**src/hw/panel_pkg.sv**
```systemverilog
package panel_pkg;

    // step count on the leds wraps from 15 to 0
    localparam int STEP_COUNT_W = 4;

    // cycles of stable input before the clean level follows
    localparam int DEBOUNCE_CYCLES = 8;
    localparam int DEBOUNCE_CNT_W = $clog2(DEBOUNCE_CYCLES + 1);

    // clock cycles between advances while running
    localparam int RUN_PACE_CYCLES = 4;
    localparam int PACE_CNT_W = (RUN_PACE_CYCLES > 1) ? $clog2(RUN_PACE_CYCLES) : 1;

    typedef logic [STEP_COUNT_W-1:0]   step_count_t;
    typedef logic [DEBOUNCE_CNT_W-1:0] debounce_cnt_t;
    typedef logic [PACE_CNT_W-1:0]     pace_cnt_t;

    // control states of the panel
    typedef enum logic [1:0] {
        PANEL_IDLE  = 2'd0,
        PANEL_RUN   = 2'd1,
        PANEL_STEP  = 2'd2,
        PANEL_CLEAR = 2'd3
    } panel_state_t;

endpackage
```
**src/hw/panel_top.sv**
```systemverilog
`timescale 1ns/10ps

module panel_top (
    input  logic                   clk,
    input  logic                   db_resetn,
    input  logic                   btn_run,
    input  logic                   btn_step,
    input  logic                   btn_stop,
    input  logic                   btn_clear,
    output logic                   led_run_status,
    output logic                   led_idle,
    output panel_pkg::step_count_t led_run_step,
    output logic                   cpu_advance
);
    import panel_pkg::*;

    logic run_press;
    logic step_press;
    logic stop_press;
    logic clear_press;

    logic run_enable;
    logic step_pulse;
    logic clear_pulse;

    // one debouncer per button with the clean levels unused
    button_debouncer run_db_i (
        .clk       (clk),
        .db_resetn (db_resetn),
        .raw       (btn_run),
        .level     (),
        .press     (run_press)
    );

    button_debouncer step_db_i (
        .clk       (clk),
        .db_resetn (db_resetn),
        .raw       (btn_step),
        .level     (),
        .press     (step_press)
    );

    button_debouncer stop_db_i (
        .clk       (clk),
        .db_resetn (db_resetn),
        .raw       (btn_stop),
        .level     (),
        .press     (stop_press)
    );

    button_debouncer clear_db_i (
        .clk       (clk),
        .db_resetn (db_resetn),
        .raw       (btn_clear),
        .level     (),
        .press     (clear_press)
    );

    run_control_fsm fsm_i (
        .clk            (clk),
        .db_resetn      (db_resetn),
        .run_press      (run_press),
        .step_press     (step_press),
        .stop_press     (stop_press),
        .clear_press    (clear_press),
        .run_enable     (run_enable),
        .step_pulse     (step_pulse),
        .clear_pulse    (clear_pulse),
        .led_run_status (led_run_status),
        .led_idle       (led_idle)
    );

    // advance pulses go straight to the processor clock enable
    step_sequencer seq_i (
        .clk         (clk),
        .db_resetn   (db_resetn),
        .run_enable  (run_enable),
        .step_pulse  (step_pulse),
        .clear_pulse (clear_pulse),
        .step_count  (led_run_step),
        .advance     (cpu_advance)
    );

endmodule

```
**src/hw/step_sequencer.sv**
```systemverilog
`timescale 1ns/10ps

module step_sequencer (
    input  logic                 clk,
    input  logic                 db_resetn,
    input  logic                 run_enable,
    input  logic                 step_pulse,
    input  logic                 clear_pulse,
    output panel_pkg::step_count_t step_count,
    output logic                 advance
);
    import panel_pkg::*;

    localparam pace_cnt_t PACE_LAST = pace_cnt_t'(RUN_PACE_CYCLES - 1);

    pace_cnt_t pace_cnt;
    logic      pace_fire;
    logic      advance_next;

    assign pace_fire    = run_enable && (pace_cnt == PACE_LAST);
    assign advance_next = pace_fire || step_pulse;

    // pace divider held at zero while stopped so every run restarts it
    always_ff @(posedge clk) begin
        if (db_resetn) begin
            pace_cnt <= '0;
        end else if (clear_pulse || !run_enable || pace_fire) begin
            pace_cnt <= '0;
        end else begin
            pace_cnt <= pace_cnt + 1'b1;
        end
    end

    // advance pulse and the count move on the same edge
    always_ff @(posedge clk) begin
        if (db_resetn) begin
            advance    <= 1'b0;
            step_count <= '0;
        end else if (clear_pulse) begin
            advance    <= 1'b0;
            step_count <= '0;
        end else begin
            advance <= advance_next;
            if (advance_next) begin
                // wraps 15 -> 0 by width
                step_count <= step_count + 1'b1;
            end
        end
    end

endmodule

```
**src/hw/run_control_fsm.sv**
```systemverilog
`timescale 1ns/10ps

module run_control_fsm (
    input  logic clk,
    input  logic db_resetn,
    input  logic run_press,
    input  logic step_press,
    input  logic stop_press,
    input  logic clear_press,
    output logic run_enable,
    output logic step_pulse,
    output logic clear_pulse,
    output logic led_run_status,
    output logic led_idle
);
    import panel_pkg::*;

    panel_state_t state;
    panel_state_t state_next;

    always_ff @(posedge clk) begin
        if (db_resetn) begin
            state <= PANEL_IDLE;
        end else begin
            state <= state_next;
        end
    end

    // clear wins in every state and run wins over step
    always_comb begin
        state_next = state;
        case (state)
            PANEL_IDLE: begin
                if (clear_press) begin
                    state_next = PANEL_CLEAR;
                end else if (run_press) begin
                    state_next = PANEL_RUN;
                end else if (step_press) begin
                    state_next = PANEL_STEP;
                end
            end
            PANEL_RUN: begin
                // run and step presses are ignored here
                if (clear_press) begin
                    state_next = PANEL_CLEAR;
                end else if (stop_press) begin
                    state_next = PANEL_IDLE;
                end
            end
            PANEL_STEP: begin
                if (clear_press) begin
                    state_next = PANEL_CLEAR;
                end else begin
                    state_next = PANEL_IDLE;
                end
            end
            PANEL_CLEAR: begin
                state_next = PANEL_IDLE;
            end
            default: begin
                state_next = PANEL_IDLE;
            end
        endcase
    end

    // commands to the sequencer
    assign run_enable  = (state == PANEL_RUN);
    assign step_pulse  = (state == PANEL_STEP);
    assign clear_pulse = (state == PANEL_CLEAR);

    // status lamps
    assign led_run_status = (state == PANEL_RUN);
    assign led_idle       = (state == PANEL_IDLE);

endmodule

```
**src/hw/button_debouncer.sv**
```systemverilog
`timescale 1ns/10ps

module button_debouncer (
    input  logic clk,
    input  logic db_resetn,
    input  logic raw,
    output logic level,
    output logic press
);
    import panel_pkg::*;

    localparam debounce_cnt_t STABLE_LAST = debounce_cnt_t'(DEBOUNCE_CYCLES - 1);

    logic          sync_meta;
    logic          sync_q;
    debounce_cnt_t stable_cnt;
    logic          disagree;
    logic          flip;

    // two-flop synchronizer on the async button
    always_ff @(posedge clk) begin
        if (db_resetn) begin
            sync_meta <= 1'b0;
            sync_q    <= 1'b0;
        end else begin
            sync_meta <= raw;
            sync_q    <= sync_meta;
        end
    end

    assign disagree = (sync_q != level);

    // last cycle of a full run of disagreement
    assign flip = disagree && (stable_cnt == STABLE_LAST);

    // stability counter reloads as soon as input matches the level
    always_ff @(posedge clk) begin
        if (db_resetn) begin
            stable_cnt <= '0;
        end else if (!disagree || flip) begin
            stable_cnt <= '0;
        end else begin
            stable_cnt <= stable_cnt + 1'b1;
        end
    end

    // clean level and its rising edge
    always_ff @(posedge clk) begin
        if (db_resetn) begin
            level <= 1'b0;
            press <= 1'b0;
        end else begin
            press <= flip && !level;
            if (flip) begin
                level <= ~level;
            end
        end
    end

endmodule

```
**config.mk**
```make
export PLATFORM = sky130hd
export DESIGN_NAME = panel_top
export DESIGN_NICKNAME = d
export VERILOG_FILES = /design/src/hw/panel_pkg.sv /design/src/hw/panel_top.sv /design/src/hw/step_sequencer.sv /design/src/hw/run_control_fsm.sv /design/src/hw/button_debouncer.sv
export SDC_FILE = /design/constraint.sdc
export NUM_CORES = 1
export LEC_CHECK = 0
export ABC_AREA = 1
export BUFFER_PORTS_ARGS = -buffer_cell sky130_fd_sc_hd__buf_2
export CORE_ASPECT_RATIO = 0.5
export CORE_MARGIN = 3
export CORE_UTILIZATION = 35
export DETAILED_ROUTE_END_ITERATION = 12
export GPL_ROUTABILITY_DRIVEN = 1
export HOLD_SLACK_MARGIN = 0.06
export PLACE_DENSITY = 0.59
export SLEW_MARGIN = 10
export SYNTH_ARGS = -nofsm -noshare
export SYNTH_HDL_FRONTEND = slang
export SYNTH_SLANG_ARGS = --single-unit
export TNS_END_PERCENT = 5
```
**constraint.sdc**
```tcl
create_clock -name clk -period 1.25 [get_ports clk]
set_input_delay 0.125 -clock clk [delete_from_list [all_inputs] [get_ports clk]]
set_output_delay 0.125 -clock clk [all_outputs]
set_load 0.02 [all_outputs]
```
* Word-level counts from Yosys, hierarchy flattened *
Cells that the tools add are included.

cells by class
  add/subtract/negate cells = 6
  eq/ne operators = 14
  multiplexer cells = 7
  bitwise gates (word level) = 4
  reduce and logical (&&, ||, !) cells = 33

operator list
  cell                                                                      count
  4-bit by 1-bit adder with 4-bit output (second input constant)            5
  4-bit by 3-bit == test with 1-bit output (second input constant)          4
  2-bit two-way mux                                                         6
  2-bit OR reduction                                                        6
  1-bit logical AND                                                         9
  1-bit zero test                                                           9
  2-bit case mux with 4 select lines                                        1
  1-bit logical OR                                                          7
  2-bit == test (second input constant)                                     3
  1-bit inequality test                                                     4
  4-bit by 1-bit inequality test with 1-bit output (second input constant)  1
  1-bit NOT                                                                 4
  3-bit inequality test (second input constant)                             1
  2-bit by 1-bit adder with 2-bit output (second input constant)            1
  2-bit by 1-bit == test with 1-bit output (second input constant)          1
  2-bit zero test                                                           1
  2-bit AND reduction                                                       1

storage, ports and cells
  flip-flop bits (word level) = 41
  output and inout bits = 7
  word-level logic and storage cells = 88

* Depth between registers and ports, before layout *
Gate-level depths: netlist of run 1.

  word-level depth = 5
  depth in mapped cells = 9
  gate-level depth less buffers = 9

* Hierarchy *
A second synthesis of run 1 with hierarchy kept.

unflattened totals
  cell total of the unflattened synthesis = 213
  area, all modules = 1704.1 µm²

by module, submodules not included
  module            instances  cells an instance  area an instance (µm²)  sequential area each (µm²)
  button_debouncer  4          36                 297.8                   160.2
  step_sequencer    1          37                 286.5                   140.1
  run_control_fsm   1          32                 226.5                   40.0

* Worst setup path after synthesis of run 1 *
No wires, ideal clock.

  kind = reg2reg
  from = register fsm_i.state[1]
  to = register seq_i.step_count[1]
  library setup time = 116 ps
  arrival = 1162 ps
  data required time = 1134 ps
  setup slack = -28 ps
  stages on the path, launching flop included = 8
  path buffers = 0
  period minus slack after synthesis = 1278 ps
  cell sequence = dfxtp_1 -> inv_1 -> ha_1 -> nand2_1 -> nand2_2 -> inv_1 -> o21ai_0 -> nor2_1

on the way
  longest elaborated chain between the ends = 3
  elaborated cells between the ends (all ways) = 6
  classes of those cells = 3 x eq/ne; 3 x reduce/logical

RTL lines
  what                                      RTL line               text
  start: declaration                        run_control_fsm.sv:18  panel_state_t state;
  start signal: assignment                  run_control_fsm.sv:25  state <= state_next;
  2-bit by 1-bit == test with 1-bit output  --
  named net led_run_status                  panel_top.sv:10        output logic led_run_status,
  1-bit logical AND                         step_sequencer.sv:20   assign pace_fire = run_enable && (pace_cnt == PACE_LAST);
  1-bit logical OR                          step_sequencer.sv:21   assign advance_next = pace_fire || step_pulse;
  end signal: assignment                    step_sequencer.sv:46   step_count <= step_count + 1'b1;
  end: declaration                          step_sequencer.sv:9    output panel_pkg::step_count_t step_count,

The timed path passes the listed nets, and every way through them passes these cells.
A chain may end at the register's enable or synchronous reset.

* Final worst setup path of run 1 *
  from = register fsm_i.state[0]
  to = register fsm_i.state[0]

on the way
  longest elaborated chain between the ends = 3
  elaborated cells between the ends (all ways) = 8
  classes of those cells = 5 x eq/ne; 1 x mux; 2 x reduce/logical

RTL lines
  what                                                                                                        RTL line               text
  2-bit by 1-bit == test with 1-bit output / 2-bit zero test (equally long branches)                          run_control_fsm.sv:32  case (state)
  3-bit inequality test (no line) / 4-bit by 1-bit inequality test with 1-bit output (equally long branches)  --
  2-bit AND reduction (no line)                                                                               --

Several ways; a longest one is shown, not always the timed one.

==> reports/metrics.csv, run 1 <==
metric;value;unit
grt total ovfl;0;
worst slack at placement;-0.0150;ns
VDD IR max;0.000450;V
CORE AREA;4200;µm²
CP endpoint kind;flip-flop;
Longest Clk Path Bufs;2;
CP top delay family;flip-flops;
Post-DP HPWL;1800;µm
critical path type;reg2reg;
clk_lat worst skew;0.29;ns
PwrDens;1650;nW/µm²
Layout fillers;412;
Clock Root Buffer;clkbuf_8;
Power Internal;2090;µW
final WL;2460;µm
Ports;13;
met2 Use GR;15.9;%
initial antenna violation count;0;
starting DRC count in detailed routing;13;
leakage;0.000829;µW
hold depth;2;
unrepaired setup endpoints after global routing;false;
period utilisation layout;98.3;%
Die X;103;µm
total negative slack;0;ns
clock power share;27.4;%
Seq/Total Area, Yosys;49.7;%
Setup Skew;0.00510;ns
Vias/cell;4.32;
DR vias;1148;
global-route wire length before repair;4290;µm
Switch Pwr;1080;µW
WP data required;1.44;ns
power share of the combinational group;25.6;%
Ys Warns;0;
most frequent cells in the layout;dfxtp_1, nor2_1, inv_1;
CP dominant cell by count;nor2_1;
status;complete, no violations;
met1 Use GR;12.3;%
Post-Syn Area;1650;µm²
Initial Util;39.3;%
DR pass1 iterations;4;
row count;16;
ratio of cells with drive above 1 in the final layout;16.0;%
DRC violations left;0;
global routing usage on met3;3.82;%
Die H;54.6;µm
P&R area growth vs syn;16.3;%
antenna-violating nets left;0;
vias in the first global route;1047;
commonest non-fill, non-tap cell in the layout;dfxtp_1;
minimum hold slack;0.238;ns
syn_nets;208;
clock slew at reported path FFs;0.08;ns
post-synth cell types;19;
crit path cell chain;inv_4 > ha_1 > nand3_1 > o21ai_0 > nor2_1 > nor2_1;
maxcap violations;0;
type of the worst min-delay path;in2reg;
CTS tree;built;
Final #Nets;229;
Stages on worst setup path;6;
Synth Register Bits;41;
IO Port Bufs;12;
worst-case reg-to-reg path depth;6;
Slew Viols, Final;0;
min Tclk post-route;1.23;ns
per-cell routed wire length;9.26;µm
Placer Congestion;0.751;
critical path peak fanout;4;
Slew HR;71.6;%
crit-path max cell delay;0.39;ns
Avg Inst Size Synth;8.69;µm²
Sw Ratio;34.0;%
Antenna Cells;0;
Max Clock Freq;814;MHz
Final Hold Fails;0;
Startpoint Class;flip-flop;
worst path arrival time;1.42;ns
Syn Inst Count;190;
Sink Count;41;
Num CTS Buffers;5;
Worst-Margin Slew;0.426;ns
Final Setup Violations;0;
final core utilization;45.7;%
Critical-path top delay cell;dfxtp_2;
pin count of the biggest net entering global routing;19;
GRT Max-Usage Layer;met2;
Total Power;3170;µW
Final WS setup;0.0214;ns
Seq pwr share;47.0;%
post-CTS setup buffers;0;
die area;5630;µm²
H-tree Lvls;2;
GRT Resource Usage Total;10.3;%
worst path bufs/invs;1;
==> cell families (layout without fill, tap and decap cells) <==
logic type	Yosys count	in the layout	synth area share (%)
adders and majority gates	12	12	9.09
buffers and inverters	33	55	8.18
AOI/OAI and AO/OA	11	11	3.33
xor gates and xnor gates	12	12	6.36
DFF	41	41	49.7
and+or+nand+nor	81	81	23.3
==> synthesized netlist by cell type <==
cell type	number	area, µm²
nand2_2	2	12.5
inv_4	1	6.26
inv_1	30	113
xnor2_1	4	35.0
buf_2	1	5.00
a21oi_1	7	35.0
o21ai_1	1	5.00
xor2_1	8	70.1
nand3_1	12	60.1
nand2_1	16	60.1
nand3_2	4	40.0
dfxtp_1	41	821
nor2_1	38	143
nor4_1	4	25.0
buf_6	1	11.3
nand4_1	4	25.0
nor2_8	1	20.0
o21ai_0	3	15.0
ha_1	12	150
==> final cells by class <==
type | instances | area, µm² | area share, %
tap | 54 | 67.6 | 3.52
multi-input combinational | 116 | 716 | 37.3
inverter | 31 | 124 | 6.45
sequential | 41 | 823 | 42.9
timing repair buffer | 16 | 100 | 5.21
clock inverter | 3 | 21.3 | 1.11
clock buffer | 5 | 68.8 | 3.58
==> power groups by stage <==
stage                     combinational (µW)  sequential, µW  clock (µW)
after detailed placement                 738            1500           0
after global routing                     933            1510         964
final                                    811            1490         869
after floorplan                          537            1520           0
after global placement                   721            1490           0
after CTS                                761            1480         911
==> state kept, by name, indices dropped and copies added (netlist names), 2 cells and up <==
signal,cells
seq_i.pace_cnt,2
stop_db_i.stable_cnt,4
fsm_i.state,2
run_db_i.stable_cnt,4
step_db_i.stable_cnt,4
clear_db_i.stable_cnt,4
seq_i.step_count,4
==> stage by stage <==
step	instance area, µm²	std cells
floorplan	1650	190
finish	1920	266
global route	1920	266
global placement	1770	254
detailed placement	1770	254
CTS	1900	266
==> per-layer routing <==
metal / part of all wire, % / wire, µm
met1: 53 / 1310
met3: 5.7 / 140
met2: 39 / 959
met4: 2.3 / 57
met5: 0 / 0
==> path summary, 6_finish.rpt <==
kind,slack (ns),end,startpoint
max,0.02,fsm_i.state[0],fsm_i.state[0]
min,0.24,run_db_i.sync_meta,db_resetn
max reg2reg,0.02,fsm_i.state[0],fsm_i.state[0]
min reg2reg,0.41,clear_db_i.sync_q,clear_db_i.sync_meta
==> timing repair <==
action                     CTS  global route
gates cloned                 0             0
hold endpoints to repair     4             0
setup endpoints to repair    5             4
gates resized for setup      5             5
hold buffers                 4             0
Power figures use the tool's default switching activity.
==> run 2: changes to the inputs <==
Settings changed: CORE_MARGIN 3 to 2.
==> reports/metrics.csv, run 2 (same netlist as run 1, synthesis figures left out) <==
metric;value;unit;change
status;complete, no violations;;unchanged
global-route wire length before repair;4380;µm;was 4290 µm
crit-path max cell delay;0.35;ns;was 0.39 ns
CTS tree;built;;unchanged
CORE AREA;4470;µm²;was 4200 µm²
DR vias;1185;;was 1148
Setup Skew;0.00627;ns;was 0.00510 ns
post-CTS setup buffers;0;;unchanged
Post-DP HPWL;1810;µm;was 1800 µm
Final Hold Fails;0;;unchanged
Placer Congestion;0.696;;was 0.751
grt total ovfl;0;;unchanged
VDD IR max;0.000558;V;was 0.000450 V
period utilisation layout;95.5;%;was 98.3%
Final Setup Violations;0;;unchanged
commonest non-fill, non-tap cell in the layout;dfxtp_1;;unchanged
Final #Nets;230;;was 229
Longest Clk Path Bufs;2;;unchanged
global routing usage on met3;4.53;%;was 3.82%
Total Power;3380;µW;was 3170 µW
starting DRC count in detailed routing;18;;was 13
Die H;52.6;µm;was 54.6 µm
Slew Viols, Final;0;;unchanged
Max Clock Freq;838;MHz;was 814 MHz
multi-input gate area in the final layout;724;µm²;was 716 µm²
per-cell routed wire length;9.54;µm;was 9.26 µm
H-tree Lvls;2;;unchanged
met2 Use GR;18.4;%;was 15.9%
Initial Util;37.0;%;was 39.3%
ratio of cells with drive above 1 in the final layout;16.4;%;was 16.0%
DR pass1 iterations;4;;unchanged
minimum hold slack;0.230;ns;was 0.238 ns
final WL;2580;µm;was 2460 µm
worst path arrival time;1.07;ns;was 1.42 ns
critical path peak fanout;5;;was 4
Ports;13;;unchanged
P&R area growth vs syn;18.5;%;was 16.3%
Slew HR;72.1;%;was 71.6%
leakage;0.000847;µW;was 0.000829 µW
row count;17;;was 16
crit path cell chain;inv_4 > ha_2 > buf_2;;was inv_4 > ha_1 > nand3_1 > o21ai_0 > nor2_1 > nor2_1
hold depth;2;;unchanged
IO Port Bufs;12;;unchanged
most frequent cells in the layout;dfxtp_1, nor2_1, inv_1;;unchanged
Die X;101;µm;was 103 µm
Startpoint Class;flip-flop;;unchanged
die area;5320;µm²;was 5630 µm²
Antenna Cells;0;;unchanged
type of the worst min-delay path;in2reg;;unchanged
Vias/cell;4.39;;was 4.32
min Tclk post-route;1.19;ns;was 1.23 ns
CP endpoint kind;output pin;;was flip-flop
met1 Use GR;12.3;%;about the same
Layout fillers;431;;was 412
maxcap violations;0;;unchanged
PwrDens;1730;nW/µm²;was 1650 nW/µm²
Sink Count;41;;unchanged
Register Area;826;µm²;was 823 µm²
initial antenna violation count;0;;unchanged
unrepaired setup endpoints after global routing;false;;unchanged
Critical-path top delay cell;dfxtp_2;;unchanged
clk_lat worst skew;0.30;ns;was 0.29 ns
GRT Max-Usage Layer;met2;;unchanged
pin count of the biggest net entering global routing;19;;unchanged
Worst-Margin Slew;0.418;ns;was 0.426 ns
vias in the first global route;1054;;was 1047
DRC violations left;0;;unchanged
critical path type;reg2out;;was reg2reg
antenna-violating nets left;0;;unchanged
Clock Root Buffer;clkbuf_8;;unchanged
GRT Resource Usage Total;11.3;%;was 10.3%
R2R setup slack;0.08;ns;was 0.02 ns
worst-case reg-to-reg path depth;6;;unchanged
WP data required;1.12;ns;was 1.44 ns
clock slew at reported path FFs;0.08;ns;about the same
Num CTS Buffers;5;;unchanged
## run 2: critical path: cells and delay by family, from the launching register on
family,cells,cell delay [ns]
buffers and inverters,2,0.24
DFF,1,0.35
adders and majority gates,1,0.19
## run 2: power breakdown
group,switching [µW],internal (µW)
clock,466,599
sequential,87.6,1410
combinational,524,299
## run 2: routing by layer
layer | vias up | routed length (µm)
met5 | - | 0
met4 | 0 | 64
met3 | 7 | 113
met2 | 17 | 1130
met1 | 524 | 1270
li1 | 637 | -
## run 2: timing repair
action,in CTS,in global routing
hold buffers,4,0
hold endpoints to repair,4,0
pin swaps,0,3
gates cloned,0,1
setup endpoints to repair,4,4
gates resized for setup,4,7
## run 2: layout make-up
cell class | count | area share (%)
multi-input combinational | 117 | 37.0
inverter | 31 | 6.33
timing repair buffer | 16 | 5.12
sequential | 41 | 42.2
clock inverter | 2 | 1.98
clock buffer | 6 | 3.71
tap | 57 | 3.64
## run 2: worst paths after layout
check                                         start          endpoint
worst max-delay path                 fsm_i.state[1]    led_run_status
worst min-delay path                      db_resetn  stop_db_i.sync_q
worst max register to register       fsm_i.state[0]    fsm_i.state[0]
worst min register to register  stop_db_i.sync_meta  stop_db_i.sync_q
## run 2: stage by stage
step,cells,utilization [%],setup TNS [ns],cell area [µm²],setup WS [ns]
detailed placement,257,39.6,-0.0558,1770,-0.0558
global placement,257,39.6,0,1770,0.0249
finish,270,43.8,0,1960,0.0567
floorplan,190,-,0,1650,0.0297
global route,270,43.8,0,1960,0.00196
CTS,269,43.1,0,1920,0.00383
==> run 3: changes to the inputs <==
Settings changed: ABC_AREA 1 to not set, CTS_CLUSTER_SIZE set to 10, SLEW_MARGIN 10 to 20.
==> reports/metrics.csv, run 3 <==
metric;value;unit;change
Max Clock Freq;767;MHz;was 838 MHz
Post-Syn Area;1610;µm²;was 1650 µm²
Slew HR;69.1;%;was 72.1%
grt total ovfl;0;;unchanged
most instantiated library cell after synthesis;dfxtp_1;;unchanged
Avg Inst Size Synth;10.6;µm²;was 8.69 µm²
per-cell routed wire length;10.0;µm;was 9.54 µm
fin cells;236;;was 270
Final #Nets;196;;was 230
min Tclk post-route;1.30;ns;was 1.19 ns
GRT Resource Usage Total;10.0;%;was 11.3%
leakage;0.000899;µW;was 0.000847 µW
die area;5180;µm²;was 5320 µm²
PwrDens;1290;nW/µm²;was 1730 nW/µm²
initial antenna violation count;0;;unchanged
Placer Congestion;0.705;;was 0.696
clk_lat worst skew;0.29;ns;was 0.30 ns
Longest Clk Path Bufs;2;;unchanged
crit path cell chain;buf_6 > ha_4 > buf_6 > buf_6;;was inv_4 > ha_2 > buf_2
maxcap violations;0;;unchanged
worst slack at placement;-0.0940;ns;was -0.0558 ns
global-route wire length before repair;3970;µm;was 4380 µm
Die H;51.9;µm;was 52.6 µm
WP data required;1.12;ns;about the same
Synth Register Bits;41;;unchanged
Synth area leader;dfxtp_1;;unchanged
post-synth cell types;28;;was 19
starting DRC count in detailed routing;19;;was 18
VDD IR max;0.000395;V;was 0.000558 V
Synth area leaders;dfxtp_1, ha_1, xor2_1, nor2_1, nand3b_1;;was dfxtp_1, ha_1, nor2_1, inv_1, xor2_1
Async SR Flop Fraction;0;%;unchanged
CTS tree;built;;unchanged
P&R area growth vs syn;25.4;%;was 18.5%
DR vias;1074;;was 1185
R2R setup slack;-0.01;ns;was 0.08 ns
area share of the largest cell type after synthesis;51.1;%;was 49.7%
Initial Util;36.5;%;was 37.0%
Final Setup Violations;2;;was 0
critical path peak fanout;4;;was 5
row count;17;;unchanged
Slew Viols, Final;0;;unchanged
Post-DP HPWL;1620;µm;was 1810 µm
Syn Inst Count;151;;was 190
Sink Count;41;;unchanged
IO Port Bufs;12;;unchanged
H-tree Lvls;2;;unchanged
pin count of the biggest net entering global routing;30;;was 19
crit-path max cell delay;0.37;ns;was 0.35 ns
placed cell count;223;;was 257
DRC violations left;0;;unchanged
syn_nets;169;;was 208
antenna-violating nets left;0;;unchanged
type of the worst min-delay path;in2reg;;unchanged
status;complete, but fails checks;;was complete, no violations
Antenna Cells;0;;unchanged
Ys Warns;0;;unchanged
Startpoint Class;flip-flop;;unchanged
Post-synth top cells;dfxtp_1, nor2_1, xor2_1;;was dfxtp_1, nor2_1, inv_1
Die X;99.9;µm;was 101 µm
Ports;13;;unchanged
unrepaired setup endpoints after global routing;true;;was false
Worst-Margin Slew;0.464;ns;was 0.418 ns
final WL;2360;µm;was 2580 µm
commonest non-fill, non-tap cell in the layout;dfxtp_1;;unchanged
Vias/cell;4.55;;was 4.39
CP dominant cell by count;buf_6;;
Seq/Total Area, Yosys;51.1;%;was 49.7%
Critical-path top delay cell;dfxtp_4;;was dfxtp_2
most frequent cells in the layout;dfxtp_1, nor2_1, xor2_1;;was dfxtp_1, nor2_1, inv_1
EDFF count, synth;0;;unchanged
Clock Root Buffer;clkbuf_8;;unchanged
CP endpoint kind;output pin;;unchanged
worst path arrival time;1.18;ns;was 1.07 ns
Final WS setup;-0.0539;ns;was 0.0567 ns
ratio of cells with drive above 1 in the final layout;24.0;%;was 16.4%
Main synth FF type;dfxtp_1;;unchanged
DR pass1 iterations;4;;unchanged
Final Hold Fails;0;;unchanged
Setup Skew;0.00883;ns;was 0.00627 ns
CORE AREA;4400;µm²;was 4470 µm²
failing checks;setup timing;;
clock slew at reported path FFs;0.08;ns;about the same
Num CTS Buffers;5;;unchanged
critical path type;reg2out;;unchanged
vias in the first global route;939;;was 1054
period utilisation layout;104;%;was 95.5%
-- run 3: cell types whose count changed in the layout (fill, tap and decap cells not counted), moves of 5 or more --
cell      delta
nand3b_1     +9
nand2_1     -15
buf_4        +5
nand3_1      -7
nor2_1      -19
mux2i_1      +5
xor2_1       +5
inv_1       -22
nor2b_1      +8
a21oi_1      -6
-- run 3: worst max-delay path, delay by kind of cell (launching register included) --
family / cells / cell delay, ns
flops: 1 / 0.37
buf+inv: 3 / 0.35
fa+ha+maj: 1 / 0.16
-- run 3: cell type report --
| class | instances | area [µm²] |
|---|---|---|
| Inverter | 8 | 32.5 |
| Multi-Input combinational cell | 99 | 803 |
| Fill cell | 421 | 2390 |
| Tap cell | 57 | 71.3 |
| Sequential cell | 41 | 826 |
| Clock inverter | 1 | 30.0 |
| Timing Repair Buffer | 23 | 166 |
| Clock buffer | 7 | 86.3 |
-- run 3: stage by stage --
| step | utilization, % | area, µm² | total power, µW | hold slack, ns | setup TNS (ns) |
|---|---|---|---|---|---|
| CTS | 44.8 | 1970 | 2630 | 0.264 | -0.132 |
| detailed placement | 40.7 | 1790 | 1540 | 0.340 | -0.272 |
| global placement | 40.7 | 1790 | 1530 | 0.337 | -0.108 |
| finish | 45.8 | 2020 | 2600 | 0.269 | -0.0683 |
| floorplan | - | 1630 | 1490 | 0.253 | -0.0499 |
| global route | 45.8 | 2020 | 2700 | 0.284 | -0.320 |
-- run 3: cell families (layout without fill, tap and decap cells) --
kind of cell	Yosys count	count (layout)	synth area share [%]
AND/OR/NAND/NOR	58	58	21.9
AO/OA/AOI/OAI	11	11	4.44
XOR/XNOR	13	13	7.08
multiplexers	5	5	3.11
buffers and inverters	11	39	3.11
adder cells (fa/ha/maj)	12	12	9.34
flip-flops	41	41	51.1
-- run 3: worst paths after layout --
check | startpoint | to | cells past startpoint
max | fsm_i.state[0] | led_run_status | 4
min | db_resetn | clear_db_i.level | 2
max reg2reg | fsm_i.state[0] | seq_i.step_count[3] | 5
min reg2reg | step_db_i.sync_meta | step_db_i.sync_q | 1
-- run 3: what timing repair did --
item / CTS / global route
endpoints found under the setup margin: 7 / 6
pin swaps: 1 / 3
hold endpoints to repair: 4 / 0
buffers inserted: 0 / 1
resized for setup: 10 / 9
hold buffers: 4 / 0
-- run 3: per-layer routing --
| layer | share of wire, % | wire, µm | track usage, % | up-vias |
|---|---|---|---|---|
| li1 | - | - | - | 563 |
| met5 | 0 | 0 | 0 | - |
| met2 | 43 | 1020 | 15.1 | 19 |
| met1 | 50 | 1190 | 12.1 | 488 |
| met4 | 1.8 | 42 | 5.48 | 0 |
| met3 | 4.7 | 111 | 4.57 | 4 |
-- run 3: power breakdown --
part           total, µW  switching (µW)  internal [µW]  leakage, µW
Sequential          1350            17.4           1330     0.000334
Clock               1080             432            651    0.0000585
Combinational        171            87.4           83.1     0.000506
